==> src/include/duc_config.svh <==
// ******************************
// DUC widths, settings addresses,
// CIC and CORDIC constants
// ******************************

`ifndef DUC_CONFIG_SVH
`define DUC_CONFIG_SVH

`define DUC_SAMPLE_W       16        // One I or Q component of the 32-bit sample word
`define DUC_DATA_W         18        // Internal path width
`define DUC_OUT_W          24        // Frontend output width
`define DUC_PHASE_W        32        // NCO accumulator
`define DUC_ZETA_W         24        // Phase bits handed to the CORDIC

// CIC setup
`define DUC_CIC_N          4
`define DUC_RATE_MAX_LOG2  6         // Interpolation up to 64

`define DUC_CORDIC_STAGES  16

// Scale is signed Q2.16, this is gain 1.0
`define DUC_SCALE_ONE      'h10000

// Settings bus map
`define DUC_BASE           0
`define DUC_ADDR_PHASE     (`DUC_BASE + 0)
`define DUC_ADDR_SCALE     (`DUC_BASE + 1)
`define DUC_ADDR_RATE      (`DUC_BASE + 2)

`endif

==> src/design/duc_pkg.sv <==
// ******************************
// DUC types: samples, phase, scale,
// rate and strober states
// ******************************

`include "duc_config.svh"

package duc_pkg;

   // Baseband path sample, I or Q
   typedef logic signed [`DUC_DATA_W-1:0] sample_t;

   typedef logic signed [`DUC_OUT_W-1:0] out_t;    // To the TX frontend

   // NCO phase, full turn is 2^32
   typedef logic [`DUC_PHASE_W-1:0] phase_t;

   typedef logic signed [`DUC_DATA_W-1:0] scale_t;  // Q2.16

   // log2 of the interpolation rate, 0..6
   typedef logic [2:0] rate_t;

   // Sample request strober
   typedef enum logic [1:0] {IDLE, HOLD, COUNT} strober_state_e;

endpackage

==> src/design/duc_settings.sv <==
// ******************************
// DUC settings registers
// ******************************

`timescale 1ns/1ps

`include "duc_config.svh"

module duc_settings (
   input  logic            clk,
   input  logic            rst,
   input  logic            set_stb_i,
   input  logic [7:0]      set_addr_i,
   input  logic [31:0]     set_data_i,
   output duc_pkg::phase_t phase_inc_o,
   output duc_pkg::scale_t scale_o,
   output duc_pkg::rate_t  rate_log2_o,
   output logic            rate_change_o
);

   localparam duc_pkg::rate_t RATE_MAX = duc_pkg::rate_t'(`DUC_RATE_MAX_LOG2);

   logic           wr_phase;
   logic           wr_scale;
   logic           wr_rate;
   duc_pkg::rate_t rate_wr;

   // Address decode, one register per address
   assign wr_phase = set_stb_i && (set_addr_i == 8'(`DUC_ADDR_PHASE));
   assign wr_scale = set_stb_i && (set_addr_i == 8'(`DUC_ADDR_SCALE));
   assign wr_rate  = set_stb_i && (set_addr_i == 8'(`DUC_ADDR_RATE));

   assign rate_wr = set_data_i[2:0];  // Low 3 bits carry log2 rate

   always_ff @(posedge clk) begin
      if (rst) begin
         phase_inc_o   <= '0;
         scale_o       <= duc_pkg::scale_t'(`DUC_SCALE_ONE);  // Unity gain out of reset
         rate_log2_o   <= '0;
         rate_change_o <= 1'b0;
      end else begin
         if (wr_phase)
            phase_inc_o <= set_data_i;
         if (wr_scale)
            scale_o <= duc_pkg::scale_t'(set_data_i[`DUC_DATA_W-1:0]);
         if (wr_rate)
            rate_log2_o <= (rate_wr > RATE_MAX) ? RATE_MAX : rate_wr;  // Clamp to 64x
         rate_change_o <= wr_rate;  // Pulse the cycle after the write
      end
   end

   // Strober and CIC restart needs isolated rate writes on the bus
   a_rate_change_single : assert property (
      @(posedge clk) disable iff (rst) rate_change_o |=> !rate_change_o
   ) else $error("rate_change_o high on two cycles in a row");

endmodule

==> config.mk <==
export PLATFORM = sky130hd
export DESIGN_NAME = duc_settings
export DESIGN_NICKNAME = d
export VERILOG_FILES = /design/src/design/duc_pkg.sv /design/src/design/duc_settings.sv
export VERILOG_INCLUDE_DIRS = /design/src /design/src/include
export SDC_FILE = /design/constraint.sdc
export NUM_CORES = 1
export LEC_CHECK = 0
export CAP_MARGIN = 20
export CORE_MARGIN = 1.5
export CORE_UTILIZATION = 60
export CTS_CLUSTER_DIAMETER = 30
export DETAILED_ROUTE_END_ITERATION = 7
export DONT_BUFFER_PORTS = 1
export GPL_ROUTABILITY_DRIVEN = 0
export PLACE_DENSITY_LB_ADDON = 0.15
export SKIP_CTS_REPAIR_TIMING = 1
export SYNTH_ARGS = -nofsm -noshare
export SYNTH_HDL_FRONTEND = slang
export SYNTH_SLANG_ARGS = --single-unit
==> constraint.sdc <==
create_clock -name clk -period 1.8 [get_ports clk]
set_input_delay 0.54 -clock clk [delete_from_list [all_inputs] [get_ports clk]]
set_output_delay 0.54 -clock clk [all_outputs]
set_load 0.05 [all_outputs]
Yosys cells after proc, flatten, opt, wreduce, memory -nomap -nowiden
Index checks and enable logic that the tools add are counted.
{ "word_totals": {"register_bits": 54, "input_bits": 43, "out_inout_bits": 54} }
{ "classes": {"magnitude_cmp": 1, "eq_ne": 2, "n_mux": 1, "n_reduce_logical": 4} }
{ "op_table": {"columns": ["op", "n"], "rows": [
  ["$eq 8x1->1 const B", 1],
  ["$eq 8x2->1 const B", 1],
  ["$logic_not 8->1", 1],
  ["$gt 3x3->1 const B", 1],
  ["$logic_and 1x1->1", 3],
  ["$mux 3", 1]
]} }

Depth between registers and ports, before layout
{ "logic_depth": {"depth_word": 2, "depth_mapped": 5, "mapped_depth_nobuf": 3} }

Least setup slack after synthesis
Ideal clock, no wire load.
{ "synth_path": {"kind": "input port to flip-flop", "from": "in set_addr_i[4]", "to": "reg phase_inc_o[1]", "setup_ps": 72, "arrival_ps": 1552, "required_time_ps": 1728, "path_slack_ps": 176, "cell_stages": 5, "cell_sequence": "nor4b_4 > and3_4 > buf_12 > buf_12 > mux2i_1"} }
{ "synth_between": {"elab_chain_len": 2} }
{ "synth_rtl": {"columns": ["element", "line", "source"], "rows": [
  ["start, declared", "duc_settings.sv:13", "input logic [7:0] set_addr_i,"],
  ["$logic_not 8->1", "duc_settings.sv:29", "assign wr_phase = set_stb_i && (set_addr_i == 8'(`DUC_ADDR_PHASE));"],
  ["$logic_and 1x1->1", "duc_settings.sv:29", null],
  ["end signal, assigned", "duc_settings.sv:43", "phase_inc_o <= set_data_i;"],
  ["end, declared", "duc_settings.sv:15", "output duc_pkg::phase_t phase_inc_o,"]
]} }
Every way passes these cells.
A chain may end at the register's enable or synchronous reset.

Worst setup path in the final report
{ "layout_path": {"from": "reg phase_inc_o[9]", "to": "out phase_inc_o[9]"} }
No word-level cell between the ends.

==> results.cfg <==
[run_status]
status = finished clean

[power]
power_switching_mw = 0.3749
seqPwrFrac = 0.628
p_sw_frac = 0.1961
clockPowerShare = 0.337
pwr_density_cell_mw_per_mm2 = 785.9
worst_ir_drop_vdd_v = 0.0005259
intPower_mw = 1.537
comb_power_share = 0.035
power.static_leakage_nw = 0.9431
power_mw = 1.912

[global_routing]
grt_first_pass_wirelength_um = 6555
grt_max_degree = 89
number_of_antenna_violations_at_the_first_check_in_global_routing = 0
global_route.usage.total = 0.2006
grt-ovfl-total = 0
first_global_vias = 1452

[clock_network]
clock-root-buffer = clkbuf_8
clk_latency_ns = 0.30
clkSlewWorstSetupHoldPaths_ns = 0.08
htree_num_levels = 2
clock_sinks = 54
clockBufferDepth = 2
cts-buffers-inserted = 5
cts_tree = yes

[critical_path]
cp-start-kind = flop
crit_path_end_kind = primary output
cp_max_fo = 2
critical_path_class = reg -> out
critPathArrivalTime_ns = 0.97
required_ns = 1.26

[yosys]
ys_seq_area_frac = 0.4581
post_synth_num_cell_types = 17
synth-warning-count = 0
netlist_area_before_placement_mm2 = 0.002360
synthesis.nets = 262
yosysTopAreaCell = dfxtp_1
synth_top_area_share = 0.4581
synthTopCellsByArea = dfxtp_1 46%, mux2i_1 22%, nand2b_1 22%
synth_area_per_cell_um2 = 10.78
synthCells = 219
total_of_flip_flops_plus_latches_after_synthesis = 54

[final_layout]
final_layout_size_suffix_gt1_frac = 0.06103
final_cell_mix = 84 x nand2b_1, 54 x dfxtp_1, 53 x mux2i_1
multi_input_comb_area_mm2 = 0.001169
final-seq-area_mm2 = 0.001081
number_of_nets_in_the_finished_design = 257
layout_commonest_cell = nand2b_1
antenna_cells_inserted = 0
area_added_between_synthesis_and_finish_pct = 3.075
fillCellCount = 303

[timing]
tightestPinTransition_ns = 0.5409
fin_setup_tns_ns = 0
slew_viol_final = 0
min_period_ns = 1.507
grt_setup_unrepaired = no
maxSlewHeadroom = 0.6389
hold_viol_final = 0
fmax_mhz = 663.4
setup_viol_count_final = 0
fin_crit_sh = 0.8374
clock-skew-final_ns = 0

[hold_path]
worstHoldPathType = in -> reg

[floorplanning]
floorplan.initialDensity = 0.6350
die_area_mm2 = 0.004318
core_rows = 22
fp.dieH_um = 65.72
io_pins = 97
chipWidth_um = 65.72
placeableCoreArea_mm2 = 0.003716

[placement]
hpwl_um = 3044
port_buffers = 0

[routing]
num_vias = 1448
drtIter0Drc = 54
detail_route.wl_per_cell_um = 16.13
post_drt_via_cell_ratio = 5.548
drtPass1Iterations = 4
drt-total-wl_um = 4209
drt.antenna.violating_nets = 0
remaining_drc_errors = 0

[run]
drv_cap = 0
## logic make-up (layout without fill, tap and decap cells)
group | after synthesis | after routing | share of synthesized area
DFF | 54 | 54 | 0.4581
muxes | 53 | 53 | 0.2248
buffers and inverters | 14 | 8 | 0.04666
and+or+nand+nor | 98 | 98 | 0.2704
## metal layers
layer / share of wire / GRT usage / vias to the layer above
met3: 0.12 / 0.08390 / 5
met4: 0.016 / 0.1016 / 0
met2: 0.49 / 0.3434 / 67
met1: 0.38 / 0.2086 / 668
met5: 0 / 0 / -
li1: - / - / 708
## cell usage after synthesis
master    instances
and3_4            1
and4b_2           1
buf_12            3
buf_2             1
buf_6             1
clkbuf_1          9
dfxtp_1          54
mux2i_1          53
nand2_1           1
nand2b_1         84
nand3_1           1
nand3b_1          1
nand4_1           1
nand4b_2          1
nor2_1            5
nor3_2            1
nor4b_4           1
## through the flow
| step | worst slack (ns) | hold slack (ns) | std cells | utilization | cell area, um2 |
|---|---|---|---|---|---|
| finish | 0.2927 | 0.3099 | 261 | 0.6545 | 2432 |
| global route | 0.2454 | 0.2949 | 261 | 0.6545 | 2432 |
| CTS | 0.2757 | 0.2909 | 261 | 0.6545 | 2432 |
| detailed placement | 0.09115 | 0.6213 | 255 | 0.6323 | 2350 |
| global placement | 0.1493 | 0.6197 | 255 | 0.6323 | 2350 |
| floorplan | 0.1760 | 0.6928 | 219 | - | 2360 |
## power by group through the flow
stage                     Sequential, mW  Combinational (mW)  Clock [mW]
after floorplan                     1.23              0.0752           0
after global placement              1.23              0.0639           0
after detailed placement            1.23              0.0668           0
after CTS                           1.20              0.0669       0.675
after global routing                1.20              0.0712       0.719
final                               1.20              0.0661       0.645
## sequential cells by signal (all words and copies together) (netlist names)
signal / count
phase_inc_o: 32
rate_log2_o: 3
scale_o: 18
rate_change_o: 1
## cell type report
type | count | share of cell area
Sequential cell | 54 | 0.4444
Timing Repair Buffer | 2 | 0.01646
Clock buffer | 6 | 0.03395
Multi-Input combinational cell | 151 | 0.4805
Tap cell | 48 | 0.02469
## final timing paths
| path | from | to | slack [ns] | cells after the start |
|---|---|---|---|---|
| worst min-delay path | rst | rate_change_o | 0.31 | 1 |
| worst min register to register | scale_o[2] | scale_o[2] | 0.73 | 2 |
| worst max-delay path | phase_inc_o[9] | phase_inc_o[9] | 0.29 | 0 |
| worst max register to register | phase_inc_o[14] | phase_inc_o[14] | 0.77 | 2 |
No activity file was read; power rests on OpenSTA's default activity.
