==> src/include/duc_config.svh <==
// ******************************
// DUC widths, settings addresses,
// CIC and CORDIC constants
// ******************************

`ifndef DUC_CONFIG_SVH
`define DUC_CONFIG_SVH

`define DUC_SAMPLE_W       16        // One I or Q component of the 32-bit sample word
`define DUC_DATA_W         18        // Internal path width
`define DUC_OUT_W          24        // Frontend output width
`define DUC_PHASE_W        32        // NCO accumulator
`define DUC_ZETA_W         24        // Phase bits handed to the CORDIC

// CIC setup
`define DUC_CIC_N          4
`define DUC_RATE_MAX_LOG2  6         // Interpolation up to 64

`define DUC_CORDIC_STAGES  16

// Scale is signed Q2.16, this is gain 1.0
`define DUC_SCALE_ONE      'h10000

// Settings bus map
`define DUC_BASE           0
`define DUC_ADDR_PHASE     (`DUC_BASE + 0)
`define DUC_ADDR_SCALE     (`DUC_BASE + 1)
`define DUC_ADDR_RATE      (`DUC_BASE + 2)

`endif

==> src/design/duc_pkg.sv <==
// ******************************
// DUC types: samples, phase, scale,
// rate and strober states
// ******************************

`include "duc_config.svh"

package duc_pkg;

   // Baseband path sample, I or Q
   typedef logic signed [`DUC_DATA_W-1:0] sample_t;

   typedef logic signed [`DUC_OUT_W-1:0] out_t;    // To the TX frontend

   // NCO phase, full turn is 2^32
   typedef logic [`DUC_PHASE_W-1:0] phase_t;

   typedef logic signed [`DUC_DATA_W-1:0] scale_t;  // Q2.16

   // log2 of the interpolation rate, 0..6
   typedef logic [2:0] rate_t;

   // Sample request strober
   typedef enum logic [1:0] {IDLE, HOLD, COUNT} strober_state_e;

endpackage

==> src/design/cic_interp.sv <==
// ******************************
// CIC interpolator for I and Q,
// combs at sample rate, integrators
// at clock rate, gain shift
// ******************************

`timescale 1ns/1ps

`include "duc_config.svh"

module cic_interp (
   input  logic             clk,
   input  logic             rst,
   input  logic             run_i,
   input  logic             rate_change_i,
   input  duc_pkg::rate_t   rate_log2_i,
   input  logic             stb_i,
   input  duc_pkg::sample_t i_i,
   input  duc_pkg::sample_t q_i,
   output duc_pkg::sample_t i_o,
   output duc_pkg::sample_t q_o
);

   localparam int N     = `DUC_CIC_N;
   localparam int DW    = `DUC_DATA_W;
   localparam int GROW  = (N - 1) * `DUC_RATE_MAX_LOG2;  // Gain is R^(N-1)
   localparam int ACC_W = DW + GROW;
   localparam int SH_W  = $clog2(GROW + 1);

   typedef logic signed [ACC_W-1:0] acc_t;

   localparam acc_t SAT_MAX = acc_t'(2 ** (DW - 1) - 1);  // Symmetric limit

   logic             clr;
   logic             stb_d;       // Strobe delayed to line up with upstream data
   logic [N:0]       vld;         // Sample position through the comb pipe
   logic [SH_W-1:0]  shift_amt;
   acc_t             in_r     [2];
   acc_t             comb_in  [2][N];
   acc_t             comb_dly [2][N];
   acc_t             comb     [2][N];
   acc_t             integ_in [2][N];
   acc_t             integ    [2][N];
   duc_pkg::sample_t dout     [2];

   function automatic duc_pkg::sample_t saturate(input acc_t v);
      if (v > SAT_MAX)
         return duc_pkg::sample_t'(SAT_MAX);
      else if (v < -SAT_MAX)
         return duc_pkg::sample_t'(-SAT_MAX);
      else
         return duc_pkg::sample_t'(v[DW-1:0]);
   endfunction

   assign clr       = rst || !run_i || rate_change_i;  // Restart from zero state
   assign shift_amt = SH_W'((N - 1) * rate_log2_i);

   // Stage inputs: comb chain fed by the capture reg, integrators by zero stuffing
   always_comb begin
      for (int ch = 0; ch < 2; ch++) begin
         comb_in[ch][0]  = in_r[ch];
         integ_in[ch][0] = vld[N] ? comb[ch][N-1] : '0;  // Zero between samples
         for (int k = 1; k < N; k++) begin
            comb_in[ch][k]  = comb[ch][k-1];
            integ_in[ch][k] = integ[ch][k-1];
         end
      end
   end

   always_ff @(posedge clk) begin
      if (clr) begin
         stb_d <= 1'b0;
         vld   <= '0;
         for (int ch = 0; ch < 2; ch++) begin
            in_r[ch] <= '0;
            dout[ch] <= '0;
            for (int k = 0; k < N; k++) begin
               comb_dly[ch][k] <= '0;
               comb[ch][k]     <= '0;
               integ[ch][k]    <= '0;
            end
         end
      end else begin
         stb_d <= stb_i;
         vld   <= {vld[N-1:0], stb_d};
         if (stb_d) begin
            in_r[0] <= acc_t'(i_i);  // Sign extended
            in_r[1] <= acc_t'(q_i);
         end
         for (int ch = 0; ch < 2; ch++) begin
            for (int k = 0; k < N; k++) begin
               if (vld[k]) begin  // Comb k steps once per sample
                  comb[ch][k]     <= comb_in[ch][k] - comb_dly[ch][k];
                  comb_dly[ch][k] <= comb_in[ch][k];
               end
               integ[ch][k] <= integ[ch][k] + integ_in[ch][k];  // Wraps, exact at the end
            end
            dout[ch] <= saturate(integ[ch][N-1] >>> shift_amt);
         end
      end
   end

   assign i_o = dout[0];
   assign q_o = dout[1];

endmodule

==> config.mk <==
export PLATFORM = sky130hd
export DESIGN_NAME = cic_interp
export DESIGN_NICKNAME = d
export VERILOG_FILES = /design/src/design/duc_pkg.sv /design/src/design/cic_interp.sv
export VERILOG_INCLUDE_DIRS = /design/src /design/src/include
export SDC_FILE = /design/constraint.sdc
export NUM_CORES = 2
export LEC_CHECK = 0
export ABC_CLOCK_PERIOD_IN_PS = 4900
export BUFFER_PORTS_ARGS = -buffer_cell sky130_fd_sc_hd__buf_2
export CELL_PAD_IN_SITES_DETAIL_PLACEMENT = 0
export CELL_PAD_IN_SITES_GLOBAL_PLACEMENT = 1
export CORE_MARGIN = 3
export CORE_UTILIZATION = 51
export DETAILED_ROUTE_END_ITERATION = 10
export PLACE_DENSITY = 0.86
export SLEW_MARGIN = 20
export SYNTH_ARGS = -nofsm -noshare
export SYNTH_HDL_FRONTEND = slang
export SYNTH_SLANG_ARGS = --single-unit
==> constraint.sdc <==
create_clock -name clk -period 4.9 [get_ports clk]
set_clock_uncertainty 0.05 [all_clocks]
set_input_delay 0.735 -clock clk [delete_from_list [all_inputs] [get_ports clk]]
set_output_delay 0.735 -clock clk [all_outputs]
set_load 0.05 [all_outputs]
# Word-level counts from Yosys, hierarchy flattened
# Memory sizes are Yosys's and may differ from the RTL's.
# Cells that the tools add are included.
dict set report totals {
  register_bits 6
  ram_bits 972
  input_bits 44
  out_inout_bits 36
  word_cells 115
  mem_count 5
}
dict set report classes {
  n_addsub 16
  multipliers 1
  order_cmp 4
  n_shift 2
  mux 54
  n_bitwise 28
  n_reduce_logical 3
}
# name words width rd rd_clocked_by_memory_dff wr line
set mem_list {}
lappend mem_list {comb 2 144 2 0 2 cic_interp.sv:41} ;# acc_t comb [2][N];
lappend mem_list {comb_dly 2 144 2 0 2 cic_interp.sv:40} ;# acc_t comb_dly [2][N];
lappend mem_list {integ 2 144 2 0 2 cic_interp.sv:43} ;# acc_t integ [2][N];
lappend mem_list {in_r 2 36 2 0 2 cic_interp.sv:38} ;# acc_t in_r [2];
lappend mem_list {dout 2 18 2 0 2 cic_interp.sv:44} ;# duc_pkg::sample_t dout [2];
# operator count
set ops {}
lappend ops {{two-way mux 36 bit} 28}
lappend ops {{adder 36 bit} 8}
lappend ops {{subtractor 36 bit} 8}
lappend ops {{two-way mux 18 bit} 8}
lappend ops {{> comparator 36 x 18 -> 1 bit (second input constant)} 2}
lappend ops {{< comparator 36 x 18 -> 1 bit (second input constant)} 2}
lappend ops {{>>> shifter 36 x 5 -> 36 bit} 2}
lappend ops {{bitwise OR 1 bit} 28}
lappend ops {{two-way mux 1 bit} 18}
lappend ops {{multiplier 2 x 3 -> 5 bit (first input constant)} 1}
lappend ops {{logical OR 1 bit} 2}
lappend ops {{zero test 1 bit} 1}

# Depth between registers and ports, before layout
dict set report depth {
  ltp_word 7
  ltp_mapped 15
  depth_no_buf 14
}

# Least setup slack after synthesis
# No wires, ideal clock.
dict set report synth_path {
  path_type {input to register}
  start {input port rate_log2_i[0]}
  end {memory dout[0][27] (netlist bit)}
  setup_time_ns 0.125
  arrival_ns 3.770
  required_ns 4.725
  path_slack_ns 0.955
  cell_stages 14
  n_path_buf 2
  path_cell_list {ha_1 -> fa_1 -> clkbuf_1 -> mux4_2 -> mux2_2 -> mux2i_1 -> mux2i_1 -> nor4b_2 -> nand4_1 -> nor4b_2 -> o21ai_2 -> nand2_4 -> buf_12 -> a21oi_1}
}
# element line
set synth_rtl {}
lappend synth_rtl {{start: declaration} cic_interp.sv:16} ;# input duc_pkg::rate_t rate_log2_i,
lappend synth_rtl {{end: declaration} cic_interp.sv:44}

==> results.tsv <==
stage	metric	value	unit
run_status	outcome	finished, final reports clean	
layout	diodes	0	
drt	antenna_left	0	
drt	vias	43800	
floorplan	rows	125	
drt	via_per_inst	5.56	
floorplan	dieWidth	349	µm
sta	fin_crit_sh	0.819	
synth	ys_seq_elements	906	
setup_path	cp_max_fo	4	
synth	synth-edff-count	576	
worst_hold_path	hold_path.class	primary input to flop	
floorplan	pin_count	80	
clock_network	cts_tree	built	
synth	synth_top_area_share	0.288	
clock_network	htree_num_levels	3	
clock_network	post_cts_buffers	0	
job	max_cap_viol_count	0	
synth	synth_top_area_cell	edfxtp_1	
synth	yosys.cell_types.count	95	
sta	setup_tns	0	ns
layout	multiInputGateArea	33800	µm²
power	p_leak	0.0294	µW
floorplan	die_h	349	µm
power	comb_power_share	0.125	
clock_network	clockBufferDepth	3	
sta	setup_viol	0	
sta	max_freq	0.249	GHz
drt	wire_per_inst	15.4	µm
layout	final_net_count	6840	
clock_network	cts_resized	0	
global_route	grt_usage	0.197	
sta	grt_setup_unrepaired	no	
clock_network	clock-sinks	906	
global_route	grt_max_degree	146	
global_route	grt_pass1_wl	203000	µm
setup_path	critPathKind	flop to flop	
layout	seq_area	23900	µm²
power	power.density	285	nW/µm²
setup_path	crit_arrival	4.56	ns
global_route	antenna_found_initial	0	
sta	maxSlewViolCount	0	
drt	routed_wl	121000	µm
power	pwr-share-seq	0.444	
synth	ys.flop_type	edfxtp_1	
layout	area_delta_synth_final	9.52	%
synth	netlist_instances	6205	
sta	tightest_slew	0.954	ns
synth	synth_area_leaders	edfxtp_1, ha_1, dfxtp_1	
synth	syn_nets	6795	
synth	synth_area	60000	µm²
setup_path	cp-end-kind	flop	
floorplan	initial_utilization	0.515	
drt	first_pass_iters	6	
synth	postSynthAreaPerCell	9.67	µm²
synth	yosys_warnings	0	
drt	drc	0	
power	p_int	14100	µW
placed_design	port_buffers	79	
power	switching_share	0.250	
power	ir_drop	0.000322	V
setup_path	crit_required	5.45	ns
clock_network	hold_buffers	0	
power	power.switching	4680	µW
synth	seq_area_frac_synth	0.398	
placed_design	gp_congestion	0.883	
layout	final_util	0.564	
floorplan	dieArea	122000	µm²
clock_network	clkTransAtPathRegs	0.06	ns
sta	fin_crit	4.01	ns
global_route	grt_pass1_vias	42200	
layout	drive_above_1_share	0.0852	
sta	finalHoldViolCount	0	
placed_design	hpwl	90900	µm
sta	slew_headroom	0.362	
clock_network	clock_latency	0.71	ns
power	power_frac_clock	0.431	
setup_path	cp-start-kind	flop	
global_route	grt_remaining_overflow	0	
layout	fillers	10100	
floorplan	core	117000	µm²
clock_network	cts_buffers	103	
synth	async_flop_share	0	
drt	drt_iter0_markers	2316	
clock_network	cts-root-buf	clkbuf_16	
-- power groups by stage --
stage          registers [µW]  logic, µW  clock network [µW]
6_report                 8330       2350                8080
3_5_place_dp             8500       2330                   0
5_1_grt                  8350       2620                8590
2_1_floorplan            8530       1820                   0
3_3_place_gp             8490       2320                   0
4_1_cts                  8340       2350                8290
-- layout by cell type (no fill, tap or decap), drive strengths merged, types with 132 or more instances in the layout --
| master | Yosys | routed |
|---|---|---|
| dfxtp | 330 | 330 |
| nand2 | 303 | 303 |
| a21o | 280 | 280 |
| xnor2 | 193 | 193 |
| edfxtp | 576 | 576 |
| and3 | 208 | 208 |
| and2 | 239 | 239 |
| ha | 529 | 529 |
| nor3 | 132 | 132 |
| a21oi | 484 | 484 |
| xor2 | 197 | 197 |
| nor2 | 641 | 641 |
| o21ai | 271 | 271 |
| clkbuf | 163 | 133 |
| buf | 51 | 154 |
| inv | 381 | 387 |
-- cell usage after synthesis, types with 29 or more instances --
cell      count
a211oi_1     84
nand2b_1    100
a21o_1      280
nand2_1     301
mux2_2       50
nor3b_1      29
a21oi_1     476
a31oi_1      54
o21a_1       84
inv_1       380
or3_1        32
edfxtp_1    576
nor3_1      132
clkbuf_1    162
ha_1        529
mux2i_1      63
xor2_1      196
dfxtp_1     330
nor2_1      641
and2_1      239
o21bai_1     46
mux4_2       71
nor2b_1      62
o211ai_1     46
nand4_1      40
nand3_1     100
o21ai_0     263
xnor2_1     193
and3_1      208
-- final timing paths --
path / to / cells past startpoint / slack [ns] / from
max: integ[1][142] / 14 / 0.89 / comb[1][0]
min reg2reg: comb_dly[0][55] / 1 / 0.51 / comb[0][91]
max reg2reg: integ[1][142] / 14 / 0.89 / comb[1][0]
min: stb_d / 2 / 0.18 / stb_i
-- cell type report --
class	instances	area share
Sequential cell	906	0.364
Clock buffer	133	0.0435
Timing Repair Buffer	154	0.0156
Inverter	383	0.0219
Clock inverter	63	0.0119
Multi-Input combinational cell	4702	0.514
Tap cell	1524	0.0290
-- per-stage QoR --
stage | hold WS, ns | cell area, µm² | instances | setup WS (ns) | power [µW]
after CTS | 0.121 | 65700 | 7865 | 0.884 | 19000
final | 0.183 | 65700 | 7865 | 0.886 | 18800
after global placement | 0.497 | 62100 | 7669 | 0.356 | 10800
after floorplan | 0.479 | 60000 | 6205 | 0.955 | 10300
after detailed placement | 0.495 | 62100 | 7669 | 0.296 | 10800
after global routing | 0.145 | 65700 | 7865 | 0.562 | 19600
-- state kept, by name, indices dropped and copies added (netlist names) --
| signal | cells |
|---|---|
| comb_dly | 252 |
| comb | 288 |
| vld | 5 |
| in_r | 36 |
| integ | 288 |
| stb_d | 1 |
| dout | 36 |
-- logic make-up after synthesis --
family | share of synthesized area
simple gates | 0.164
compound gates | 0.173
flops | 0.398
xor+xnor | 0.0570
buf+inv | 0.0403
fa+ha+maj | 0.116
mux | 0.0519
-- metal layers --
| metal | wire length (µm) | GRT usage | vias up |
|---|---|---|---|
| li1 | - | - | 22800 |
| met1 | 55700 | 0.253 | 20100 |
| met2 | 58300 | 0.347 | 652 |
| met3 | 3670 | 0.0252 | 204 |
| met4 | 3440 | 0.0606 | 0 |
| met5 | 0 | 0 | - |
-- worst max-delay path, cell delays in order, from the launching register on --
cell	delay, ns
edfxtp_1	0.39
and2_1	0.16
ha_1	0.21
fa_1	0.45
a211oi_1	0.31
o21ai_0	0.17
a21oi_1	0.31
o31ai_1	0.19
a21o_1	0.24
a2111oi_0	0.53
buf_4	0.21
o31ai_1	0.12
a21oi_1	0.27
o21ai_0	0.16
mux2i_1	0.13
Note: power is estimated with default switching activity, not from simulation.
