$ cat src/include/duc_config.svh
// ******************************
// DUC widths, settings addresses,
// CIC and CORDIC constants
// ******************************

`ifndef DUC_CONFIG_SVH
`define DUC_CONFIG_SVH

`define DUC_SAMPLE_W       16        // One I or Q component of the 32-bit sample word
`define DUC_DATA_W         18        // Internal path width
`define DUC_OUT_W          24        // Frontend output width
`define DUC_PHASE_W        32        // NCO accumulator
`define DUC_ZETA_W         24        // Phase bits handed to the CORDIC

// CIC setup
`define DUC_CIC_N          4
`define DUC_RATE_MAX_LOG2  6         // Interpolation up to 64

`define DUC_CORDIC_STAGES  16

// Scale is signed Q2.16, this is gain 1.0
`define DUC_SCALE_ONE      'h10000

// Settings bus map
`define DUC_BASE           0
`define DUC_ADDR_PHASE     (`DUC_BASE + 0)
`define DUC_ADDR_SCALE     (`DUC_BASE + 1)
`define DUC_ADDR_RATE      (`DUC_BASE + 2)

`endif

$ cat src/design/duc_pkg.sv
// ******************************
// DUC types: samples, phase, scale,
// rate and strober states
// ******************************

`include "duc_config.svh"

package duc_pkg;

   // Baseband path sample, I or Q
   typedef logic signed [`DUC_DATA_W-1:0] sample_t;

   typedef logic signed [`DUC_OUT_W-1:0] out_t;    // To the TX frontend

   // NCO phase, full turn is 2^32
   typedef logic [`DUC_PHASE_W-1:0] phase_t;

   typedef logic signed [`DUC_DATA_W-1:0] scale_t;  // Q2.16

   // log2 of the interpolation rate, 0..6
   typedef logic [2:0] rate_t;

   // Sample request strober
   typedef enum logic [1:0] {IDLE, HOLD, COUNT} strober_state_e;

endpackage

$ cat src/design/duc_strober.sv
// ******************************
// Sample request strober,
// one pulse every 2^L cycles
// ******************************

`timescale 1ns/1ps

`include "duc_config.svh"

module duc_strober (
   input  logic           clk,
   input  logic           rst,
   input  logic           run_i,
   input  logic           rate_change_i,
   input  duc_pkg::rate_t rate_log2_i,
   output logic           strobe_o
);

   localparam int CNT_W = `DUC_RATE_MAX_LOG2 + 1;  // Holds 2^MAX - 1

   duc_pkg::strober_state_e state;
   logic [CNT_W-1:0]        cnt;
   logic [CNT_W-1:0]        period_m1;

   // Reload value 2^L - 1 which is zero for L = 0
   assign period_m1 = CNT_W'((1 << rate_log2_i) - 1);

   always_ff @(posedge clk) begin
      if (rst || !run_i) begin
         state <= duc_pkg::IDLE;
         cnt   <= '0;
      end else if (rate_change_i) begin
         state <= duc_pkg::HOLD;  // Sit out the rate change cycle
         cnt   <= '0;
      end else begin
         case (state)
            duc_pkg::IDLE,
            duc_pkg::HOLD: begin
               state <= duc_pkg::COUNT;
               cnt   <= period_m1;  // First pulse 2^L cycles out
            end
            duc_pkg::COUNT: begin
               if (cnt == '0)
                  cnt <= period_m1;  // Wrap on the pulse
               else
                  cnt <= cnt - 1'b1;
            end
            default: begin
               state <= duc_pkg::IDLE;
               cnt   <= '0;
            end
         endcase
      end
   end

   assign strobe_o = (state == duc_pkg::COUNT) && (cnt == '0);

   // Above L = 0 the reload always leaves a gap after a pulse
   a_strobe_gap : assert property (
      @(posedge clk) disable iff (rst)
         strobe_o && (rate_log2_i != '0) |=> !strobe_o
   ) else $error("strobe_o high on two cycles in a row at a rate above 1");

endmodule

$ cat config.mk
export PLATFORM = sky130hd
export DESIGN_NAME = duc_strober
export DESIGN_NICKNAME = d
export VERILOG_FILES = /design/src/design/duc_pkg.sv /design/src/design/duc_strober.sv
export VERILOG_INCLUDE_DIRS = /design/src /design/src/include
export SDC_FILE = /design/constraint.sdc
export NUM_CORES = 1
export LEC_CHECK = 0
export ABC_AREA = 1
export BUFFER_PORTS_ARGS = -buffer_cell sky130_fd_sc_hd__buf_2
export CAP_MARGIN = 20
export CORE_AREA = 5 5 42 44
export CTS_BUF_LIST = sky130_fd_sc_hd__clkbuf_8 sky130_fd_sc_hd__clkbuf_16
export DETAILED_ROUTE_END_ITERATION = 6
export DIE_AREA = 0 0 47 49
export PLACE_DENSITY = 0.66
export SYNTH_ARGS = -nofsm -noshare
export SYNTH_HDL_FRONTEND = slang
export SYNTH_SLANG_ARGS = --single-unit
$ cat constraint.sdc
create_clock -name clk -period 2.8 [get_ports clk]
set_input_delay 0.42 -clock clk [delete_from_list [all_inputs] [get_ports clk]]
set_output_delay 0.42 -clock clk [all_outputs]
set_load 0.03 [all_outputs]
## Word level (Yosys, flattened, before mapping)

Index checks and enable logic that the tools add are counted.

| word-level totals | value |
|---|---|
| flip-flop bits (word level) | 9 |
| latch bits | 0 |
| memory bits (writable) | 0 |
| bits in read-only memories | 0 |
| output and inout port bits | 1 |
| logic and storage cells | 20 |
| memories | 0 |

| cells by class | value |
|---|---|
| $add $sub $neg | 2 |
| multipliers | 0 |
| div/mod/pow operators | 0 |
| order comparisons | 0 |
| eq/ne operators | 3 |
| shift-type cells | 1 |
| multiplexer cells | 4 |
| bitwise operators | 0 |
| reductions and logical operators | 7 |

Operators with widths:

| operator | number |
|---|---|
| $pmux 7 s2 | 1 |
| $logic_not 7->1 | 1 |
| $mux 7 | 1 |
| $shl 1x3->7 const A | 1 |
| $sub 7x1->7 const B | 1 |
| $sub 7x2->7 const B | 1 |
| $pmux 2 s2 | 1 |
| $reduce_or 2->1 | 2 |
| $eq 2x1->1 const B | 1 |
| $eq 2x2->1 const B | 1 |
| $logic_not 2->1 | 1 |
| $ne 2x2->1 const B | 1 |
| $logic_and 1x1->1 | 1 |
| $logic_not 1->1 | 1 |
| $logic_or 1x1->1 | 1 |
| $mux 1 | 1 |

## Longest topological paths before layout

Gate-level depths: netlist (run 1).

| depth | value |
|---|---|
| depth after elaboration | 4 |
| mapped depth | 9 |
| depth with buffers taken out | 9 |

## Worst setup path after synthesis (run 1)

No wires, ideal clock.

| path | value |
|---|---|
| path type | register to output |
| start | register cnt[0] |
| end | output strobe_o |
| arrival time | 1.033 ns |
| data required time | 2.380 ns |
| slack | 1.347 ns |
| stages on the path, launching flop included | 7 |
| cells stage by stage | dfxtp_1 > inv_1 > ha_1 > nand2_4 > nor2_8 > nand2_4 > inv_1 |

| on the way | value |
|---|---|
| cells in the longest elaborated chain, start to end | 2 |

RTL lines:

| element | line | source |
|---|---|---|
| from (decl) | duc_strober.sv:22 | `logic [CNT_W-1:0] cnt;` |
| from (signal assigned) | duc_strober.sv:40 | `cnt <= period_m1;` |
| from (signal assigned) | duc_strober.sv:44 | `cnt <= period_m1;` |
| from (signal assigned) | duc_strober.sv:46 | `cnt <= cnt - 1'b1;` |
| $logic_not 7->1 | duc_strober.sv:56 | `assign strobe_o = (state == duc_pkg::COUNT) && (cnt == '0);` |
| $logic_and 1x1->1 | duc_strober.sv:56 |  |
| to (decl) | duc_strober.sv:16 | `output logic strobe_o` |

No other way between the ends.

## Worst setup path after layout (run 1)

Ends and elaborated chain as after synthesis.

==> results of run 1 <==
worst max path at each step:
stage                       from       end  slack, ps
2_1_floorplan  cnt[0]$_SDFF_PP0_  strobe_o       1350
3_3_place_gp   cnt[0]$_SDFF_PP0_  strobe_o       1290
3_5_place_dp   cnt[0]$_SDFF_PP0_  strobe_o       1280
4_1_cts        cnt[0]$_SDFF_PP0_  strobe_o       1020
5_1_grt        cnt[0]$_SDFF_PP0_  strobe_o        930
6_report       cnt[0]$_SDFF_PP0_  strobe_o       1040
power by group through the flow:
stage	logic [W]	registers [W]	clock network, W
global route	0.0000747	0.000137	0.000159
CTS	0.0000662	0.000137	0.000151
detailed placement	0.0000659	0.000139	0
finish	0.0000653	0.000137	0.000146
global placement	0.0000645	0.000139	0
floorplan	0.0000516	0.000139	0
final cells by class:
class	count	area (um2)	share of cell area
Multi-Input combinational cell	68	378	0.526
Timing Repair Buffer	7	35.0	0.0488
Tap cell	16	20.0	0.0279
Sequential cell	9	180	0.251
Inverter	16	60.1	0.0836
Clock buffer	3	41.3	0.0575
Clock inverter	1	3.75	0.00523
state kept, by name (all words and copies together), names as in the netlist:
signal and flops:
state 2, cnt 7
cells in the final DEF (no fill, tap or decap), types with 2 or more instances in the layout:
| master | instances |
|---|---|
| clkbuf_8 | 3 |
| nor2_1 | 8 |
| nand2_1 | 31 |
| nand2_4 | 3 |
| inv_1 | 15 |
| dfxtp_1 | 9 |
| buf_2 | 7 |
| inv_2 | 2 |
| nor2_2 | 2 |
| a21oi_1 | 7 |
| nand3_1 | 6 |
| xor2_1 | 2 |
| nor2_8 | 2 |
| ha_1 | 2 |
worst register-to-register path, delay by kind of cell (launching register included):
family,cells,cell delay (ps)
fa+ha+maj,1,200
simple gates,5,440
compound gates,1,130
buf+inv,1,100
flops,1,290
cells by family after synthesis:
group,Yosys count
and+or+nand+nor,56
buffers and inverters,16
DFF,9
AOI/OAI and AO/OA,8
xor gates and xnor gates,2
adders and majority gates,2
per-stage QoR:
stage | cell area (um2) | cells | utilization | hold WS, ps | total power, W
floorplan | 618 | 93 | - | 478 | 0.000190
global placement | 673 | 116 | 0.480 | 496 | 0.000204
detailed placement | 673 | 116 | 0.480 | 499 | 0.000205
CTS | 718 | 120 | 0.513 | 366 | 0.000354
global route | 718 | 120 | 0.513 | 386 | 0.000371
finish | 718 | 120 | 0.513 | 369 | 0.000348
layer usage:
layer	global-route usage	wire, um	vias to the layer above	part of all wire
met3	0.0221	38	7	0.032
met5	0	0	-	0
met2	0.206	599	11	0.51
met4	0.0691	40	0	0.034
li1	-	-	307	-
met1	0.137	503	248	0.43
==> impl_metrics.csv, run 1 <==
group,metric,value,unit
timing,worst_pin_slew,322,ps
hold_path,hp-class,"primary input to flop",
drt,viasPerCell,4.78,
timing,fin_crit_sh,0.630,
floorplan,start_util,0.441,
floorplan,io_pins,8,
setup_path,r2r_end,"cnt[4]$_SDFF_PP0_",
setup_path,path_depth,7,
setup_path,cp-start-kind,"flop",
setup_path,r2r_start,"cnt[0]$_SDFF_PP0_",
placed_design,gp_congestion,0.804,
final_layout,drive_gt1_frac,0.212,
placed_design,place.port_buffers,7,
clock_network,postCtsHoldBufs,0,
final_layout,fillCellCount,145,
synthesis,synth_compound_area_frac,0.0709,
power_and_ir_drop,p_sw_frac,0.271,
synthesis,ys.flop_type,"dfxtp_1",
synthesis,syn_area_per_cell,6.65,um2
job,cap_violations,0,
power_and_ir_drop,intPower,0.000254,W
setup_path,endpoint_kind,"primary output",
power_and_ir_drop,pwr-share-clk,0.418,
synthesis,synthMuxAreaShare,0,
setup_path,worst_r2r_path_depth,8,
hold_path,holdPathStages,2,
timing,maxSlewHeadroom,0.785,
setup_path,cpPeakStageDelay,290,ps
synthesis,yosys-top-cells-count,"31 x nand2_1, 14 x inv_1, 9 x dfxtp_1",
synthesis,synth_nets,102,
timing,hold_violations,0,
power_and_ir_drop,powerDensity,484,nW/um2
timing,rsz0062_at_grt,"no",
synthesis,ys_seq_area_frac,0.291,
global_route,grt_pass1_vias,532,
global_route,grt_max_degree,9,
timing,setup-tns-final,0,ps
setup_path,path_class,"flop to primary output",
final_layout,areaGrowthSynthToFinish,16.2,%
synthesis,ys_async_sr_fraction,0,
hold_path,min_to,"state[0]$_SDFFE_PP0P_",
setup_path,crit_chain,"inv_1 > ha_1 > nand2_4 > nor2_8 > nand2_4 > inv_1 > buf_2",
drt,wl_per_cell,9.85,um
clock_network,numCtsBuffers,3,
outcome,status,"finished, final reports clean",
clock_network,clk_pin_slew,50,ps
floorplan,die_h,49,um
global_route,grt_pass1_wl,2090,um
drt,num_vias,573,
synthesis,synth_top_area_cell,"dfxtp_1",
floorplan,num_rows,14,
power_and_ir_drop,p_seq_frac,0.394,
synthesis,syn_inst,93,
timing,fin_crit,1760,ps
hold_path,min_from,"rst",
drt,dr.pass1.iters,2,
power_and_ir_drop,vdd_drop_max,0.324,mV
final_layout,layout.nets,114,
power_and_ir_drop,power_frac_comb,0.188,
clock_network,clock_latency,230,ps
setup_path,cpLargestDelayFamily,"buffers and inverters",
synthesis,syn_area,618,um2
clock_network,cts_setup_buffers,0,
timing,skew,3.77,ps
drt,drt_first_iter_violations,2,
clock_network,clockBufferDepth,2,
floorplan,die_w,47,um
global_route,grt_use_total,0.123,
clock_network,post_cts_resized,0,
synthesis,yosys.area_share.simple,0.472,
timing,fmax,567,MHz
synthesis,yosysMostFrequentCell,"nand2_1",
setup_path,worstPathMaxFanout,4,
synthesis,synth_area_leaders,"dfxtp_1 29%, nand2_1 19%, inv_1 8.5%",
drt,drc,0,
synthesis,synth_cell_types,17,
floorplan,core,1400,um2
synthesis,synth-edff-count,0,
timing,setup_viol,0,
timing,slew_viol_final,0,
setup_path,cp.arrival,1340,ps
synthesis,ys_ff_latch,9,
clock_network,root_buffer,"clkbuf_8",
drt,ant_nets,0,
global_route,overflow,0,
clock_network,cts_tree,"yes",
synthesis,yosysWarnings,0,
global_route,antenna_found_initial,0,
floorplan,dieArea,2300,um2
timing,fin_ws,1040,ps
power_and_ir_drop,p_sw,0.0000942,W
synthesis,synth_top_family_by_area,"simple AND/OR/NAND/NOR gates",
clock_network,htree_levels,1,
placed_design,place_ws,1280,ps
placed_design,dp_hpwl,990,um
setup_path,critical_path_buf_inv_count,3,
synthesis,synthAdderAreaFrac,0.0405,
setup_path,r2r_setup_slack,1570,ps
synthesis,synth_xor_xnor_area_share,0.0283,
synthesis,yosysTopAreaCellShare,0.291,
drt,drt-total-wl,1180,um
setup_path,required,2380,ps
clock_network,clock_sinks,9,
setup_path,critPathSlowestCell,"dfxtp_1",
power_and_ir_drop,leakage,0.379,nW
final_layout,antennaDiodeCount,0,
(Power assumes the default switching activity.)
==> run 2, diff against run 1 <==
--- a/config.mk
+++ b/config.mk
@@ -13,7 +13,7 @@
 export CTS_BUF_LIST = sky130_fd_sc_hd__clkbuf_8 sky130_fd_sc_hd__clkbuf_16
 export DETAILED_ROUTE_END_ITERATION = 6
 export DIE_AREA = 0 0 47 49
-export PLACE_DENSITY = 0.66
+export PLACE_DENSITY = 0.69
 export SYNTH_ARGS = -nofsm -noshare
 export SYNTH_HDL_FRONTEND = slang
 export SYNTH_SLANG_ARGS = --single-unit
==> constraint.sdc (replaced) <==
create_clock -name clk -period 1.6 [get_ports clk]
set_input_delay 0.24 -clock clk [delete_from_list [all_inputs] [get_ports clk]]
set_output_delay 0.24 -clock clk [all_outputs]
set_load 0.03 [all_outputs]
==> run 2 against run 1 <==
Compared with the run above: clock skew decreased by 3.1 ps; non-clock buffer count unchanged; die area unchanged; cell area grew 1.0%; worst hold slack got worse by 180 ps; global-route usage grew 0.48 points; sequential power increased by 75%; count of clock-buffer cells in the layout unchanged; final cell count unchanged; core utilization up 0.54 points; routed wire length decreased by 3.1%; setup slack got worse by 940 ps; critical endpoint unchanged; largest cell class unchanged; largest power group unchanged.
==> impl_metrics.csv, run 2 (synthesis results as in run 1) <==
group,metric,value,unit
timing,fin_crit,1500,ps
floorplan,die_h,49,um
timing,hold_violations,0,
clock_network,clockBufferDepth,2,
timing,fin_crit_sh,0.940,
timing,worst_pin_slew,311,ps
final_layout,areaGrowthSynthToFinish,17.4,%
final_layout,drive_gt1_frac,0.240,
clock_network,numCtsBuffers,3,
power_and_ir_drop,powerDensity,833,nW/um2
final_layout,layout_common_cells,"30 x nand2_1, 14 x inv_1, 9 x dfxtp_1",
setup_path,cp-start-kind,"flop",
job,cap_violations,0,
clock_network,clock_sinks,9,
floorplan,core,1400,um2
power_and_ir_drop,leakage,0.378,nW
global_route,overflow,0,
setup_path,cp.arrival,1260,ps
setup_path,worstPathMaxFanout,3,
timing,rsz0062_at_grt,"no",
setup_path,r2r_setup_slack,430,ps
floorplan,dieArea,2300,um2
drt,drt_first_iter_violations,13,
drt,viasPerCell,4.68,
timing,skew,0.648,ps
hold_path,holdPathStages,2,
setup_path,r2r_start,"cnt[5]$_SDFF_PP0_",
drt,drt-total-wl,1150,um
timing,slew_viol_final,0,
floorplan,io_pins,8,
floorplan,num_rows,14,
power_and_ir_drop,p_sw_frac,0.267,
setup_path,path_class,"flop to primary output",
clock_network,cts_setup_buffers,0,
final_layout,antennaDiodeCount,0,
floorplan,die_w,47,um
setup_path,required,1360,ps
clock_network,clk_pin_slew,40,ps
setup_path,crit_end,"strobe_o",
clock_network,htree_levels,1,
clock_network,root_buffer,"clkbuf_8",
floorplan,start_util,0.441,
setup_path,endpoint_kind,"primary output",
setup_path,critPathLaunch,"cnt[5]$_SDFF_PP0_",
clock_network,cts_tree,"yes",
power_and_ir_drop,power_frac_comb,0.188,
setup_path,r2r_end,"cnt[0]$_SDFF_PP0_",
final_layout,final_core_util,0.518,
power_and_ir_drop,intPower,0.000443,W
power_and_ir_drop,pwr-share-clk,0.415,
timing,setup_viol,0,
global_route,grt_pass1_vias,556,
placed_design,place_ws,244,ps
clock_network,clock_latency,230,ps
final_layout,fillCellCount,147,
global_route,grt_pass1_wl,2200,um
hold_path,hp-class,"primary input to flop",
final_layout,layout.nets,114,
global_route,grt_max_degree,9,
global_route,antenna_found_initial,0,
drt,wl_per_cell,9.54,um
final_layout,final_common_cell,"nand2_1",
setup_path,worst_r2r_path_depth,7,
placed_design,dp_hpwl,1000,um
global_route,grt_use_total,0.127,
final_layout,largest_reg_flops,7,
power_and_ir_drop,p_seq_frac,0.397,
final_layout,top_regs,"cnt (7), state (2)",
drt,dr.pass1.iters,4,
power_and_ir_drop,vdd_drop_max,0.621,mV
placed_design,gp_congestion,0.757,
power_and_ir_drop,p_sw,0.000161,W
drt,num_vias,562,
placed_design,place.port_buffers,7,
timing,fmax,665,MHz
final_layout,largest_register,"cnt",
timing,maxSlewHeadroom,0.792,
timing,fin_ws,96.5,ps
outcome,status,"finished, final reports clean",
drt,drc,0,
timing,setup-tns-final,0,ps
drt,ant_nets,0,
clock_network,postCtsHoldBufs,0,
[run 2: worst min-delay path by stage]
stage	startpoint	end	slack, ps
final	rst	state[0]$_SDFFE_PP0P_	190
after global routing	rst	state[0]$_SDFFE_PP0P_	210
after CTS	rst	state[0]$_SDFFE_PP0P_	180
after detailed placement	rst	state[0]$_SDFFE_PP0P_	420
after global placement	rst	state[0]$_SDFFE_PP0P_	420
after floorplan	rst	state[0]$_SDFFE_PP0P_	320
[run 2: what timing repair did]
action                     CTS  global route
setup endpoints to repair    1             1
pin swaps                    0             1
gates resized for setup      1             3
[run 2: worst max-delay path, cell delays in order, from the launching register on]
cell and delay (ps):
dfxtp_1 320, nor2_2 180, nand2_2 110, nor2_8 150
nand2_4 70, inv_1 50, buf_4 150
[run 2: through the flow]
step / total power, W / std cells / cell area (um2) / hold slack, ps
after detailed placement: 0.000359 / 116 / 673 / 424
after CTS: 0.000612 / 120 / 721 / 184
after global routing: 0.000644 / 120 / 726 / 207
after floorplan: 0.000333 / 93 / 618 / 318
after global placement: 0.000356 / 116 / 673 / 422
final: 0.000605 / 120 / 726 / 187
[run 2: routing by layer]
metal	wire (um)	global-route usage
met1	483	0.156
met2	594	0.208
met3	41	0.0111
met4	26	0.0691
met5	0	0
[run 2: area by class of cell]
type                       count  area, um2  area share
clock buffer                   3       41.3      0.0569
clock inverter                 1       3.75     0.00517
tap                           16       20.0      0.0276
inverter                      16       60.1      0.0828
multi-input combinational     68        383       0.528
sequential                     9        180       0.248
timing repair buffer           7       37.5      0.0517
[run 2: power by group through the flow]
stage	logic, W	clock network, W	registers [W]
2_1_floorplan	0.0000904	0	0.000243
3_3_place_gp	0.000112	0	0.000244
3_5_place_dp	0.000115	0	0.000244
4_1_cts	0.000116	0.000256	0.000240
5_1_grt	0.000132	0.000271	0.000241
6_report	0.000114	0.000251	0.000240
==> run 3, diff against run 2 <==
==> constraint.sdc (replaced) <==
create_clock -name clk -period 1.3 [get_ports clk]
set_input_delay 0.195 -clock clk [delete_from_list [all_inputs] [get_ports clk]]
set_output_delay 0.195 -clock clk [all_outputs]
set_load 0.03 [all_outputs]
==> run 3 against run 2 <==
Compared with the run above: the run now ends with negative setup slack left; global-route usage increased by 0.64 points; clock power increased by 24%; combinational power increased by 53%; cell area increased by 13%; power increased by 29%; setup slack got worse by 140 ps; die area unchanged; clock skew increased by 1.1 ps; via count increased by 6.8%; sequential share of layout area decreased by 2.5 points; critical endpoint unchanged.
==> impl_metrics.csv, run 3 (synthesis results as in run 1) <==
group,metric,value,unit
setup_path,path_class,"flop to primary output",
power_and_ir_drop,leakage,0.418,nW
hold_path,min_from,"rst",
floorplan,core,1400,um2
timing,fmax,742,MHz
global_route,met2_usage,0.208,
final_layout,drive_gt1_frac,0.366,
global_route,grt_pass1_wl,2250,um
floorplan,io_pins,8,
floorplan,start_util,0.441,
floorplan,num_rows,14,
clock_network,numCtsBuffers,3,
global_route,antenna_found_initial,0,
global_route,grt_util_met3,0.0332,
power_and_ir_drop,p_sw,0.000214,W
global_route,busiest_layer,"met2",
timing,fin_crit_sh,1.04,
setup_path,cp.arrival,1150,ps
drt,drt_first_iter_violations,5,
hold_path,min_to,"state[0]$_SDFFE_PP0P_",
clock_network,postCtsHoldBufs,0,
timing,fin_ws,-47.5,ps
power_and_ir_drop,intPower,0.000567,W
global_route,overflow,0,
power_and_ir_drop,p_seq_frac,0.378,
final_layout,layout_common_cells,"30 x nand2_1, 12 x inv_1, 8 x nor2_1, 8 x buf_4",
placed_design,dp_hpwl,979,um
setup_path,cpPeakStageDelay,320,ps
final_layout,areaGrowthSynthToFinish,33.2,%
setup_path,worst_r2r_path_depth,9,
final_layout,fillCellCount,124,
final_layout,top_regs,"cnt (7), state (2)",
timing,hold_violations,0,
power_and_ir_drop,pwr-share-clk,0.400,
drt,viasPerCell,4.69,
power_and_ir_drop,vdd_drop_max,0.700,mV
clock_network,clockBufferDepth,2,
placed_design,place.port_buffers,7,
timing,maxSlewHeadroom,0.777,
job,cap_violations,0,
placed_design,gp_congestion,0.791,
timing,setup_viol,1,
final_layout,antennaDiodeCount,0,
clock_network,htree_levels,1,
clock_network,clock_latency,230,ps
setup_path,cp-start-kind,"flop",
global_route,met1_usage,0.156,
timing,slew_viol_final,0,
setup_path,r2r_setup_slack,80,ps
setup_path,required,1110,ps
final_layout,multiInputGateArea,413,um2
timing,setup-tns-final,-47.5,ps
final_layout,final_common_cell,"nand2_1",
setup_path,crit_chain,"inv_2 > ha_4 > nand2_4 > nor2_8 > nand2_4 > inv_2 > buf_6",
floorplan,die_h,49,um
final_layout,largest_reg_flops,7,
timing,worst_pin_slew,334,ps
global_route,grt_use_total,0.134,
global_route,grt_max_degree,9,
power_and_ir_drop,powerDensity,950,nW/um2
clock_network,clock_sinks,9,
drt,drt-total-wl,1260,um
outcome,violations,"negative setup slack",
power_and_ir_drop,p_sw_frac,0.274,
drt,wl_per_cell,9.82,um
clock_network,cts_tree,"yes",
timing,holdWs,134,ps
hold_path,hp-class,"primary input to flop",
setup_path,endpoint_kind,"primary output",
final_layout,largest_register,"cnt",
clock_network,root_buffer,"clkbuf_8",
drt,ant_nets,0,
global_route,grt_pass1_vias,556,
outcome,status,"finished with violations",
timing,skew,1.73,ps
timing,fin_crit,1350,ps
setup_path,worstPathMaxFanout,2,
drt,num_vias,600,
drt,drc,0,
setup_path,r2r_end,"cnt[5]$_SDFF_PP0_",
timing,rsz0062_at_grt,"yes",
setup_path,critPathSlowestCell,"dfxtp_2",
setup_path,r2r_start,"cnt[1]$_SDFF_PP0_",
floorplan,die_w,47,um
power_and_ir_drop,power_frac_comb,0.222,
power_and_ir_drop,total_power,0.000782,W
final_layout,regArea,184,um2
hold_path,holdPathStages,2,
clock_network,clk_pin_slew,40,ps
final_layout,layout.nets,122,
floorplan,dieArea,2300,um2
drt,dr.pass1.iters,4,
run 3: cell count changes in the layout (fill, tap and decap cells not counted), sizes merged:
cell	previous run	this run
buf	7	15
run 3: layout make-up:
type | instances | share of cell area
Tap cell | 16 | 0.0243
Multi-Input combinational cell | 68 | 0.502
Clock inverter | 1 | 0.00456
Inverter | 16 | 0.0729
Timing Repair Buffer | 15 | 0.123
Clock buffer | 3 | 0.0502
Sequential cell | 9 | 0.223
run 3: timing repair:
action	in CTS	in global routing
resized for setup	11	5
pin swaps	4	1
endpoints found under the setup margin	1	6
setup buffers	4	1
cloned	0	0
run 3: worst max-delay path by stage:
stage	startpoint	endpoint	slack [ps]	cells after the start
finish	cnt[1]$_SDFF_PP0_	strobe_o	-50	7
floorplan	cnt[0]$_SDFF_PP0_	strobe_o	70	6
detailed placement	cnt[1]$_SDFF_PP0_	strobe_o	10	7
CTS	cnt[1]$_SDFF_PP0_	strobe_o	-50	7
global placement	cnt[0]$_SDFF_PP0_	strobe_o	40	7
global route	cnt[1]$_SDFF_PP0_	strobe_o	-110	7
run 3: per-stage QoR:
stage | instance area, um2 | util | cells | setup WS, ps
6_report | 823 | 0.588 | 128 | -47.5
3_5_place_dp | 696 | 0.496 | 119 | 10.9
5_1_grt | 823 | 0.588 | 128 | -105
2_1_floorplan | 618 | - | 93 | 72.2
4_1_cts | 800 | 0.571 | 127 | -49.4
3_3_place_gp | 696 | 0.496 | 119 | 44.5
run 3: critical path: cells and delay by family (launching register included):
family                     cells  cell delay (ps)
and+or+nand+nor                3              220
adders and majority gates      1              140
buffers and inverters          3              240
DFF                            1              320
run 3: power by group through the flow:
stage	sequential, W	combinational, W	clock (W)
6_report	0.000295	0.000174	0.000312
2_1_floorplan	0.000299	0.000111	0
5_1_grt	0.000296	0.000193	0.000343
3_3_place_gp	0.000298	0.000145	0
4_1_cts	0.000295	0.000165	0.000319
3_5_place_dp	0.000299	0.000147	0
run 3: routing by layer:
metal  part of all wire  wire, um
met1               0.42       529
met2               0.50       629
met3              0.046        58
met4              0.032        40
met5                  0         0
